--- src/logic/cpu_params.svh ---
`ifndef CPU_PARAMS_SVH
`define CPU_PARAMS_SVH

`define XLEN   32
`define REG_AW 5
`define RAM_AW 8        // 256 words
`define ALU_W  4

`define ALU_ADD   4'd0
`define ALU_SUB   4'd1
`define ALU_AND   4'd2
`define ALU_OR    4'd3
`define ALU_XOR   4'd4
`define ALU_SLT   4'd5
`define ALU_PASSB 4'd6  // lui

// Region code in address bits 31..29
`define MAP_RAM  3'b000
`define MAP_PWM  3'b001
`define MAP_LED  3'b010
`define MAP_GPIO 3'b011

// Word offset inside the PWM region, address bit 2
`define PWM_REG_PERIOD 1'b0
`define PWM_REG_DUTY   1'b1

`endif

--- src/logic/cpu_pkg.sv ---
`default_nettype none

`include "cpu_params.svh"

package cpu_pkg;

    typedef logic [`XLEN-1:0]   word_t;      // Data and address word
    typedef logic [`REG_AW-1:0] reg_addr_t;
    typedef logic [`ALU_W-1:0]  alu_ctrl_t;
    typedef logic [5:0]         led_t;       // Six board LEDs

endpackage

`default_nettype wire

--- src/logic/decode_stage.sv ---
`timescale 1ns/10ps
`default_nettype none

`include "cpu_params.svh"

module decode_stage import cpu_pkg::*; (
    input  wire            clock,
    input  wire            rst,
    input  wire            enable,
    input  wire word_t     if_pc,
    input  wire word_t     if_instr,
    input  wire            if_valid,
    output reg_addr_t      rs1,
    output reg_addr_t      rs2,
    input  wire word_t     rs1_value,
    input  wire word_t     rs2_value,
    input  wire            ex_mem_read,
    input  wire reg_addr_t ex_rd,
    input  wire            branch_taken,
    output logic           stall,
    output logic           id_valid,
    output word_t          id_pc,
    output reg_addr_t      id_rs1,
    output reg_addr_t      id_rs2,
    output word_t          id_rs1_value,
    output word_t          id_rs2_value,
    output word_t          id_imm,
    output alu_ctrl_t      id_alu_ctrl,
    output logic           id_alu_src,
    output logic           id_mem_read,
    output logic           id_mem_write,
    output logic           id_reg_write,
    output reg_addr_t      id_rd,
    output logic           id_branch,
    output logic           id_branch_ne
);

    localparam logic [6:0] OP_R      = 7'b0110011;
    localparam logic [6:0] OP_IMM    = 7'b0010011;
    localparam logic [6:0] OP_LUI    = 7'b0110111;
    localparam logic [6:0] OP_LOAD   = 7'b0000011;
    localparam logic [6:0] OP_STORE  = 7'b0100011;
    localparam logic [6:0] OP_BRANCH = 7'b1100011;

    logic [6:0] opcode;
    logic [2:0] funct3;
    word_t      imm;
    alu_ctrl_t  alu_ctrl;
    alu_ctrl_t  arith_ctrl;
    logic       arith_ok;
    logic       supported;
    logic       alu_src;
    logic       mem_read;
    logic       mem_write;
    logic       reg_write;
    logic       branch;
    logic       uses_rs1;
    logic       uses_rs2;
    logic       issue;

    assign opcode = if_instr[6:0];
    assign funct3 = if_instr[14:12];
    assign rs1    = if_instr[19:15];
    assign rs2    = if_instr[24:20];

    // Shared by register and immediate arithmetic
    always_comb begin
        arith_ok = 1'b1;
        case (funct3)
            3'b000:  arith_ctrl = (opcode == OP_R && if_instr[30]) ? `ALU_SUB : `ALU_ADD;
            3'b010:  arith_ctrl = `ALU_SLT;
            3'b100:  arith_ctrl = `ALU_XOR;
            3'b110:  arith_ctrl = `ALU_OR;
            3'b111:  arith_ctrl = `ALU_AND;
            default: begin
                arith_ctrl = `ALU_ADD;
                arith_ok   = 1'b0;
            end
        endcase
    end

    always_comb begin
        supported = 1'b0;
        alu_ctrl  = `ALU_ADD;
        alu_src   = 1'b1;
        mem_read  = 1'b0;
        mem_write = 1'b0;
        reg_write = 1'b0;
        branch    = 1'b0;
        uses_rs1  = 1'b1;
        uses_rs2  = 1'b0;
        imm       = {{20{if_instr[31]}}, if_instr[31:20]};     // I-type
        case (opcode)
            OP_R: begin
                supported = arith_ok;
                alu_ctrl  = arith_ctrl;
                alu_src   = 1'b0;
                reg_write = 1'b1;
                uses_rs2  = 1'b1;
            end
            OP_IMM: begin
                supported = arith_ok && funct3 != 3'b010;  // no slti
                alu_ctrl  = arith_ctrl;
                reg_write = 1'b1;
            end
            OP_LUI: begin
                supported = 1'b1;
                alu_ctrl  = `ALU_PASSB;
                reg_write = 1'b1;
                uses_rs1  = 1'b0;
                imm       = {if_instr[31:12], 12'b0};
            end
            OP_LOAD: begin
                supported = funct3 == 3'b010;   // lw only
                mem_read  = 1'b1;
                reg_write = 1'b1;
            end
            OP_STORE: begin
                supported = funct3 == 3'b010;
                mem_write = 1'b1;
                uses_rs2  = 1'b1;
                imm       = {{20{if_instr[31]}}, if_instr[31:25], if_instr[11:7]};
            end
            OP_BRANCH: begin
                supported = funct3[2:1] == 2'b00;   // beq, bne
                alu_src   = 1'b0;
                branch    = 1'b1;
                uses_rs2  = 1'b1;
                imm       = {{19{if_instr[31]}}, if_instr[31], if_instr[7],
                             if_instr[30:25], if_instr[11:8], 1'b0};
            end
            default: supported = 1'b0;
        endcase
    end

    // Load in execute feeding the instruction here
    assign stall = if_valid && id_mem_read && id_rd != '0 &&
                   ((uses_rs1 && id_rd == rs1) || (uses_rs2 && id_rd == rs2));

    assign issue = if_valid && supported && !stall && !branch_taken;

    always_ff @(posedge clock) begin
        if (rst) begin
            id_valid     <= 1'b0;
            id_mem_read  <= 1'b0;
            id_mem_write <= 1'b0;
            id_reg_write <= 1'b0;
            id_branch    <= 1'b0;
        end else if (enable) begin
            id_valid     <= issue;
            id_mem_read  <= issue && mem_read;
            id_mem_write <= issue && mem_write;
            id_reg_write <= issue && reg_write;
            id_branch    <= issue && branch;
        end
    end

    always_ff @(posedge clock) begin
        if (enable) begin
            id_pc        <= if_pc;
            id_rs1       <= uses_rs1 ? rs1 : '0;    // Unused sources never forward
            id_rs2       <= uses_rs2 ? rs2 : '0;
            id_rs1_value <= rs1_value;
            id_rs2_value <= rs2_value;
            id_imm       <= imm;
            id_alu_ctrl  <= alu_ctrl;
            id_alu_src   <= alu_src;
            id_rd        <= if_instr[11:7];
            id_branch_ne <= funct3[0];
        end
    end

    // The stall keeps a consumer at least two slots behind its load
    no_load_use: assert property (@(posedge clock) disable iff (rst)
        ex_mem_read && ex_rd != '0 && id_valid |-> id_rs1 != ex_rd && id_rs2 != ex_rd);

endmodule

`default_nettype wire

--- config.mk ---
export PLATFORM = sky130hd
export DESIGN_NAME = decode_stage
export DESIGN_NICKNAME = d
export VERILOG_FILES = /design/src/logic/cpu_pkg.sv /design/src/logic/decode_stage.sv
export VERILOG_INCLUDE_DIRS = /design/src /design/src/logic
export SDC_FILE = /design/constraint.sdc
export NUM_CORES = 1
export LEC_CHECK = 0
export ABC_AREA = 0
export ABC_CLOCK_PERIOD_IN_PS = 7600
export BUFFER_PORTS_ARGS = -buffer_cell sky130_fd_sc_hd__buf_4
export CAP_MARGIN = 25
export CELL_PAD_IN_SITES_DETAIL_PLACEMENT = 0
export CELL_PAD_IN_SITES_GLOBAL_PLACEMENT = 1
export CORE_MARGIN = 2
export CORE_UTILIZATION = 37
export DETAILED_ROUTE_END_ITERATION = 8
export PLACE_DENSITY_LB_ADDON = 0.1
export SLEW_MARGIN = 10
export SYNTH_ARGS = -nofsm -noshare
export SYNTH_HDL_FRONTEND = slang
export SYNTH_SLANG_ARGS = --single-unit
--- constraint.sdc ---
create_clock -name clock -period 7.6 [get_ports clock]
set_clock_uncertainty 0.15 [all_clocks]
set_input_delay 2.28 -clock clock [delete_from_list [all_inputs] [get_ports clock]]
set_output_delay 2.28 -clock clock [all_outputs]
set_load 0.01 [all_outputs]
== Word-level counts from Yosys, hierarchy flattened ==
Index checks and enable logic that the tools add are counted.
Word-level totals
  output and inout port bits: 165
  register bits: 154
  logic and storage cells: 67
  bits of input ports: 139
Operators by class
  eq/ne operators: 13
  reduce and logical (&&, ||, !) cells: 26
  muxes and demuxes: 13
Operators with widths (number)
  one-hot mux 31 bit (3 select lines): 1
  == test 7 x 6 -> 1 bit (second input constant): 3
  one-hot mux 3 bit (5 select lines): 1
  logical AND 1 bit: 14
  == test 5 bit: 2
  == test 3 bit (second input constant): 3
  2-to-1 mux 1 bit: 9
  one-hot mux 4 bit (2 select lines): 1
  == test 7 x 2 -> 1 bit (second input constant): 1
  == test 7 x 5 -> 1 bit (second input constant): 1
  == test 7 bit (second input constant): 1
  OR reduction 2 bit: 3
  one-hot mux 1 bit (5 select lines): 1
  nonzero test 5 bit: 1
  OR reduction 5 bit: 1
  OR reduction 4 bit: 1
  == test 3 x 2 -> 1 bit (second input constant): 1
  zero test 3 bit: 1
  inequality test 3 x 2 -> 1 bit (second input constant): 1
  OR reduction 3 bit: 1
  zero test 1 bit: 2
  zero test 2 bit: 1
  logical OR 1 bit: 1

== Longest topological paths before layout ==
Gate-level depths: netlist (run 1).
  depth in word-level cells: 10
  gate-level depth with buffers: 6
  depth with buffers taken out: 5

== Least setup slack after synthesis (run 1) ==
Ideal clock, no wire load.
  path kind: input to output
  start point: input if_instr[4]
  end point: output stall
  required time: 5170 ps
  stages: 5
  arrival time: 3359 ps
  buffers on the path: 1
  setup slack: 1811 ps
  cell sequence: buf_2 nand4b_1 nor2_2 or4_4 a21oi_4
Between the ends
  cells in the longest elaborated chain, start to end: 6
  elaborated cells between the ends (all ways): 11
  classes of those cells: eq/ne (4); mux (2); reduce/logical (5)
Ends and longest elaborated chain
  start, declared: RTL line decode_stage.sv:11  | input wire word_t if_instr,
  == test 7 x 6 -> 1 bit or == test 7 bit (tied branches): RTL line decode_stage.sv:93  | case (opcode)
  OR reduction 3 bit (no line)
  2-to-1 mux 1 bit: RTL line decode_stage.sv:93
  logical AND 1 bit: RTL line decode_stage.sv:138  | ((uses_rs1 && id_rd == rs1) || (uses_rs2 && id_rd == rs2));
  logical OR 1 bit *: RTL line decode_stage.sv:138
  logical AND 1 bit *: RTL line decode_stage.sv:137  | assign stall = if_valid && id_mem_read && id_rd != '0 &&
  end, declared: RTL line decode_stage.sv:20  | output logic stall,
Mark *: on every way between the ends. The rest lies on a longest branch, timed or not.

== Final worst setup path (run 1) ==
  start point: input if_instr[3]
  end point: output stall
The elaborated chain is that of the path after synthesis.

==> summary.md, run 1 <==
| Metric | Value |
|---|---|
| Synth top area share | roughly four fifths |
| Hold slack | roughly 0.31 ns |
| Cell taking the most area after synthesis | edfxtp_1 |
| H-tree levels | 4 |
| Top_reg_cell synth | edfxtp_1 |
| Critical path's slowest cell | a2111oi_2 |
| Largest net degree at the start of global routing | 82 |
| GRT Total Usage | ~18% |
| Nets | between 700 and 800 |
| Cells after Synth | approximately 290 |
| Setup CP Type | in2out |
| Final WL | roughly 15000 microns |
| Setup crit end kind | output port |
| Total grt overflow | 0 |
| First-pass GRT wire length | between 20000 and 25000 microns |
| Xor/xnor share of the synthesized area | under 10% |
| Dpl hpwl | approximately 11000 microns |
| Boundary pin count | between 300 and 400 |
| Row cnt | between 40 and 50 |
| Die width | ~130 microns |
| Synth Area in Simple Gates | 6.06% |
| Final Hold Fails | 0 |
| Total power | 2.14 mW |
| Antenna Violating Nets Remaining | 0 |
| Critical path cell sequence | buf_4 > nand3b_4 > a2111oi_2 > nand4_1 > a21oi_4 > buf_4 |
| Flip-flop and latch count after synthesis | 153 |
| Via count | 3621 |
| Area Overhead vs Synth | 55.1% |
| Yosys warns | 0 |
| Final setup fails | 0 |
| Synth Area per Inst | between 15 and 20 sq um |
| Top-count cell post-synth | edfxtp_1 |
| WP data required | between 5 and 6 ns |
| CTS Hold Bufs | 0 |
| Post-synth EDFFs | approximately 150 |
| Final min period | ~6.3 ns |
| Synth cell count leaders | 148 x edfxtp_1, 19 x a21o_1, 15 x nor2b_1, 12 x nand2_1, 11 x buf_4 |
| Share of cells above drive strength 1 | 56.5% |
| Status | completed |
| Max Buffers Root-to-Sink | 2 |
| Pleak | around 3.6 nW |
| DRT Pass-1 Iters | 6 |
| Cell variety after synth | 39 |
| DRT iter0 DRCs | around 300 |
| CP dominant cell by count | buf_4 |
| Net Count, Synth | approximately 420 |
| Setup TNS | 0 ns |
| Antenna violations before repair | 0 |
| CTS root buf | clkbuf_16 |
| Worst slew pin tran | slightly below 0.9 ns |
| RSZ-0062 raised after global routing | no |
| Fin crit share | 83.2% |
| Initial core utilization | ~38% |
| WP data arrival | approximately 3.9 ns |
| Vias in the first global route | around 3.5k |
| Worst hold path class | reg2reg |
| CTS clk-pin slew, worst paths | approximately 0.060 ns |
| Peak supply drop | between 0.0001 and 0.00015 V |
| Cell Area, Synth | 5430 sq um |
| Post-Synth Adder-Cell Area | 0% |
| Remaining DRCs | 0 |
| Largest family of logic cells by synthesized area | simple AND/OR/NAND/NOR gates |
| Power density cells | ~250 nW/um^2 |
| Clock Sink Count | between 150 and 200 |
| Fin area | about 8400 sq um |
| Synth async-reset ratio | 0% |
| Max-slew violation count | 0 |
| CTS tree | built |
| Util after Layout | between 50% and 60% |
| IO buf count | approximately 300 |
| Clock buffer count from CTS | 17 |
| Top post-synthesis cells by area | edfxtp_1 82%, a21o_1 2.6%, dfxtp_1 1.8%, nor2b_1 1.7%, buf_4 1.5% |
| DR WL/cell | approximately 19 microns |
| N_diodes | 0 |
| Die H | between 100 and 150 microns |
| Number of gates resized after cts | 0 |
| Worst-path maximum fanout | 8 |
| Later-pin clock latency in the skew report | 0.42 ns |
| MaxCap Viol Count | 0 |
| CP peak stage delay | between 0.6 and 0.7 ns |
| Mux contribution to synthesized area | less than 1% |
| Compound-cell area share of the yosys netlist | 5.60% |
| CP Launch Type | input pin |
| Via/cell ratio | roughly 4.6 |
| Core area | 14400 sq um |
| Max-slew headroom | between 40% and 50% |
| Gpl congestion | 0.787 |
| Post-CTS Setup Inserts | 0 |
| Post-DP Area | about 8000 sq um |
| Die ar. | 15700 sq um |
| Sequential share of the synthesized area | 83.7% |
| Achievable Freq | approximately 0.16 GHz |
-- flip-flops by register name, summed over array words and instances (netlist names) --
register / flops
id_alu_ctrl: 3
id_rs2_value: 32
id_rs1_value: 32
id_rd: 5
id_reg_write: 1
id_valid: 1
id_branch_ne: 1
id_branch: 1
id_rs2: 5
id_pc: 32
id_imm: 32
id_mem_read: 1
id_alu_src: 1
id_mem_write: 1
id_rs1: 5
-- logic make-up after synthesis --
kind of cell,count (synthesis)
xor+xnor,11
compound gates,39
other cells,1
mux,1
buf+inv,23
simple gates,57
flops,153
-- power breakdown --
part           switching (mW)  internal, mW
clock                   0.336         0.551
combinational           0.109         0.132
sequential             0.0204         0.996
total                   0.465          1.68
-- layout make-up --
| type | count | area (sq um) |
|---|---|---|
| inverter | 3 | 11.3 |
| clock buffer | 17 | 425 |
| clock inverter | 15 | 199 |
| fill | 1197 | 6010 |
| sequential | 153 | 4540 |
| timing repair buffer | 299 | 2250 |
| multi-input combinational | 109 | 752 |
| tap | 184 | 230 |
-- per-layer routing --
| layer | wire, microns | up-vias | GRT usage, % |
|---|---|---|---|
| li1 | - | 1673 | - |
| met1 | 5650 | 1740 | 21.9 |
| met2 | 7530 | 183 | 30.7 |
| met3 | 1070 | 25 | 5.99 |
| met4 | 365 | 0 | 8.17 |
| met5 | 0 | - | 0 |
-- worst max-delay path: cells and delay by family --
family | cells | cell delay (ns)
AO/OA/AOI/OAI | 2 | 0.88
AND/OR/NAND/NOR | 2 | 0.46
buffers and inverters | 2 | 0.27
-- final timing paths --
kind / cells after the start / startpoint / endpoint / slack, ns
min: 2 / id_branch$_SDFFE_PP0P_ / id_branch$_SDFFE_PP0P_ / 0.31
min reg2reg: 2 / id_branch$_SDFFE_PP0P_ / id_branch$_SDFFE_PP0P_ / 0.31
max reg2reg: 4 / id_rd[1]$_DFFE_PP_ / id_reg_write$_SDFFE_PP0P_ / 5.75
max: 6 / if_instr[3] / stall / 1.27
-- through the flow --
stage               cells  setup slack, ns
floorplan             285             1.81
global placement      747             1.30
detailed placement    747             1.26
CTS                   779             1.26
global route          780             1.16
finish                780             1.27
-- placed cells by master, fill, tap and decap left out, drive strengths merged, types with 2 or more instances in the layout --
| master | Yosys | routed |
|---|---|---|
| nor2b | 15 | 15 |
| bufinv | 0 | 4 |
| xnor2 | 6 | 6 |
| clkinvlp | 0 | 2 |
| o21ai | 5 | 5 |
| nand4 | 2 | 2 |
| a21o | 19 | 19 |
| inv | 3 | 6 |
| dfxtp | 5 | 5 |
| o31ai | 3 | 3 |
| nand2b | 2 | 2 |
| edfxtp | 148 | 148 |
| a21oi | 2 | 2 |
| buf | 14 | 299 |
| a22o | 4 | 4 |
| clkbuf | 6 | 17 |
| nand2 | 12 | 12 |
| clkinv | 0 | 6 |
| nor2 | 5 | 5 |
| and2 | 5 | 5 |
| or4 | 3 | 3 |
| xor2 | 5 | 5 |
| nor3 | 7 | 7 |
| nand3 | 2 | 2 |
(Power assumes the default switching activity.)
==> inputs of run 2 (changes only) <==
--- a/config.mk
+++ b/config.mk
@@ -6,14 +6,14 @@
 export SDC_FILE = /design/constraint.sdc
 export NUM_CORES = 1
 export LEC_CHECK = 0
-export ABC_AREA = 0
-export ABC_CLOCK_PERIOD_IN_PS = 7600
+export ABC_AREA = 1
+export ABC_CLOCK_PERIOD_IN_PS = 6300
 export BUFFER_PORTS_ARGS = -buffer_cell sky130_fd_sc_hd__buf_4
 export CAP_MARGIN = 25
 export CELL_PAD_IN_SITES_DETAIL_PLACEMENT = 0
 export CELL_PAD_IN_SITES_GLOBAL_PLACEMENT = 1
 export CORE_MARGIN = 2
-export CORE_UTILIZATION = 37
+export CORE_UTILIZATION = 34
 export DETAILED_ROUTE_END_ITERATION = 8
 export PLACE_DENSITY_LB_ADDON = 0.1
 export SLEW_MARGIN = 10
==> constraint.sdc (replaced) <==
create_clock -name clock -period 6.3 [get_ports clock]
set_clock_uncertainty 0.15 [all_clocks]
set_input_delay 1.89 -clock clock [delete_from_list [all_inputs] [get_ports clock]]
set_output_delay 1.89 -clock clock [all_outputs]
set_load 0.01 [all_outputs]
==> run 2 against run 1 <==
Effect of this change: utilization fell by 4.5 points; final cell count rose by 11%; global-route usage fell by 1.6 points; critical path depth rose by 5; clock power rose by 22%; clock-buffer cell count rose by 1; routed wire length rose by 2.4%; die area rose by 9.0%; critical endpoint unchanged.
==> summary.md, run 2 <==
| Metric | Value |
|---|---|
| CP Launch Type | input pin |
| Total grt overflow | 0 (unchanged) |
| Sequential share of the synthesized area | 83.4% (-0.37 points) |
| Total power | 2.59 mW (+21%) |
| GRT met3 Usage | 5.50% (-0.49 points) |
| Xor/xnor share of the synthesized area | 0.964% (-0.81 points) |
| Post-place setup slack | 1.00 ns (-0.260 ns) |
| Vias in the first global route | 3661 (+4.3%) |
| Max-slew violation count | 0 (unchanged) |
| Max Buffers Root-to-Sink | 2 (unchanged) |
| Fin cells | 867 (+11%) |
| Final WL | 15000 microns (+2.4%) |
| First-pass GRT wire length | 20800 microns (-2.4%) |
| DRT Pass-1 Iters | 5 (-1) |
| DR WL/cell | 17.3 microns (-7.9%) |
| Dpl hpwl | 11200 microns (+2.9%) |
| Worst-path maximum fanout | 8 (unchanged) |
| Yosys warns | 0 (unchanged) |
| Setup CP Type | in2out |
| Largest family of logic cells by synthesized area | simple AND/OR/NAND/NOR gates |
| Max-slew headroom | 46.8% (+5.4 points) |
| Die width | 131 microns (+4.4%) |
| Net Count, Synth | 476 (+12%) |
| Setup TNS | 0 ns (unchanged) |
| Post-Synth Adder-Cell Area | 0% (unchanged) |
| Row cnt | 46 (+4.5%) |
| IO buf count | 296 (unchanged) |
| CTS Hold Bufs | 0 (unchanged) |
| N_diodes | 0 (unchanged) |
| Flip-flop and latch count after synthesis | 153 (unchanged) |
| Worst slew pin tran | 0.797 ns (-0.0815 ns) |
| Cell variety after synth | 29 (-26%) |
| CTS clk-pin slew, worst paths | 0.06 ns (about the same) |
| CP peak stage delay | 0.26 ns (-0.35 ns) |
| WP data required | 4.26 ns (-0.91 ns) |
| Antenna violations before repair | 0 (unchanged) |
| Cell Area, Synth | 5450 sq um (+0.44%) |
| CP dominant cell by count | nand2_1 |
| Via/cell ratio | 4.31 (-7.1%) |
| DRT iter0 DRCs | 231 (-23%) |
| Via count | 3739 (+3.3%) |
| Peak supply drop | 0.000175 V (+38%) |
| Gpl congestion | 0.735 (-6.6%) |
| Core area | 15800 sq um (+9.3%) |
| GR Layer Usage met2 | 29.0% (-1.7 points) |
| Mux contribution to synthesized area | 0% (-0.21 points) |
| Critical path's slowest cell | inv_1 |
| Synth top area share | 81.5% (-0.36 points) |
| Synth Area in Simple Gates | 7.35% (+1.3 points) |
| Remaining DRCs | 0 (unchanged) |
| Cell taking the most area after synthesis | edfxtp_1 |
| Achievable Freq | 0.189 GHz |
| Gr busiest metal | met2 |
| Top_reg_cell synth | edfxtp_1 |
| Nets | 777 (+7.6%) |
| Post-DP Area | 7860 sq um (+1.0%) |
| H-tree levels | 4 (unchanged) |
| Most frequent cells in the layout | 297 x buf_4, 148 x edfxtp_1, 35 x nand2_1 |
| Post-CTS Setup Inserts | 0 (unchanged) |
| Power density cells | 305 nW/um^2 (+20%) |
| Final min period | roughly 5.3 ns |
| Cells after Synth | 337 (+18%) |
| Final setup fails | 0 (unchanged) |
| Critical path cell sequence | buf_4 > nor2_1 > nand2_1 > inv_1 > o21ai_2 > nor2_1 > nand2_1 > nand2_1 > nand2_2 > inv_1 > buf_4 |
| Die ar. | 17100 sq um (+9.0%) |
| Setup WS post-layout | 1.02 ns (-0.251 ns) |
| Number of gates resized after cts | 0 (unchanged) |
| Top-count cell post-synth | edfxtp_1 |
| WP data arrival | 3.24 ns (-0.66 ns) |
| CTS root buf | clkbuf_16 |
| Clock buffer count from CTS | 17 (unchanged) |
| Final Hold Fails | 0 (unchanged) |
| Antenna Violating Nets Remaining | 0 (unchanged) |
| Most common cell after layout, fill and taps aside | buf_4 |
| Global-route track usage on met1 | 19.6% (-2.3 points) |
| Compound-cell area share of the yosys netlist | 3.99% (-1.6 points) |
| Share of cells above drive strength 1 | 52.2% (-4.3 points) |
| Placed cell count | 835 (+12%) |
| Area Overhead vs Synth | 55.6% |
| Later-pin clock latency in the skew report | 0.42 ns (about the same) |
| Die H | 131 microns (+4.4%) |
| Post-synth EDFFs | 148 (unchanged) |
| Setup crit end kind | output port |
| Largest net degree at the start of global routing | 89 (+8.5%) |
| CTS tree | built |
| Status | completed |
| RSZ-0062 raised after global routing | no |
| Fin area | 8480 sq um (+0.82%) |
| Util after Layout | 53.8% (-4.5 points) |
| Boundary pin count | 304 (unchanged) |
| Clock Sink Count | 153 (unchanged) |
| Hold slack | 0.313 ns (+0.00308 ns) |
| Delay-heaviest family, CP | simple AND/OR/NAND/NOR gates |
| Pleak | 3.63 nW (+1.0%) |
| Top post-synthesis cells by area | edfxtp_1 82%, nand2_1 2.4%, inv_1 2.1%, nor2_1 2.0%, dfxtp_1 1.8% |
| Fin crit share | between 80 and 90% |
| MaxCap Viol Count | 0 (unchanged) |
| Synth cell count leaders | 148 x edfxtp_1, 35 x nand2_1, 31 x inv_1, 29 x nor2_1, 19 x o21ai_0 |
| GRT Total Usage | 16.8% (-1.6 points) |
| Bufs and invs on worst path | 4 (+2) |
| Synth Area per Inst | 16.2 sq um (-15%) |
| Synth async-reset ratio | 0% (unchanged) |
| Worst hold path class | reg2reg |
| Initial core utilization | 34.6% (-3.1 points) |
[run 2: cell count changes after synthesis, sizes merged, moves of 4 or more]
| cell | delta |
|---|---|
| a21o | -19 |
| a21oi | +4 |
| a22o | -4 |
| and2 | -5 |
| inv | +31 |
| nand2 | +25 |
| nand3 | +12 |
| nor2 | +27 |
| nor2b | -15 |
| nor3 | -7 |
| o21ai | +23 |
[run 2: cell type report]
class	count	area (sq um)
tap	216	270
sequential	153	4540
fill	1411	7290
clock inverter	14	196
inverter	34	128
clock buffer	18	429
timing repair buffer	298	2240
multi-input combinational	134	674
[run 2: kinds of logic after synthesis]
group,Yosys count
AO/OA/AOI/OAI,38
other,1
flip-flops,153
buffers and inverters,50
XOR/XNOR,6
AND/OR/NAND/NOR,89
[run 2: tightest hold or removal path: stages (launching register included)]
cell and delay [ns]:
dfxtp_1 0.31, nand2_1 0.06, a21oi_1 0.06
[run 2: path summary, 6_finish.rpt]
path,startpoint,to,slack (ns),depth (start not counted)
max,if_instr[2],stall,1.02,11
min,id_mem_write$_SDFFE_PP0P_,id_mem_write$_SDFFE_PP0P_,0.31,2
max reg2reg,id_rd[0]$_DFFE_PP_,id_reg_write$_SDFFE_PP0P_,4.78,8
min reg2reg,id_mem_write$_SDFFE_PP0P_,id_mem_write$_SDFFE_PP0P_,0.31,2
[run 2: routing by layer]
| metal | vias to the layer above | part of all wire [%] | wire length [microns] |
|---|---|---|---|
| met2 | 162 | 51 | 7690 |
| met4 | 0 | 1.9 | 280 |
| li1 | 1798 | - | - |
| met1 | 1760 | 39 | 5790 |
| met3 | 19 | 8.0 | 1200 |
| met5 | - | 0 | 0 |
[run 2: where the power goes]
group	switching [mW]	internal, mW
clock	0.411	0.667
combinational	0.134	0.154
sequential	0.0235	1.20
total	0.568	2.02
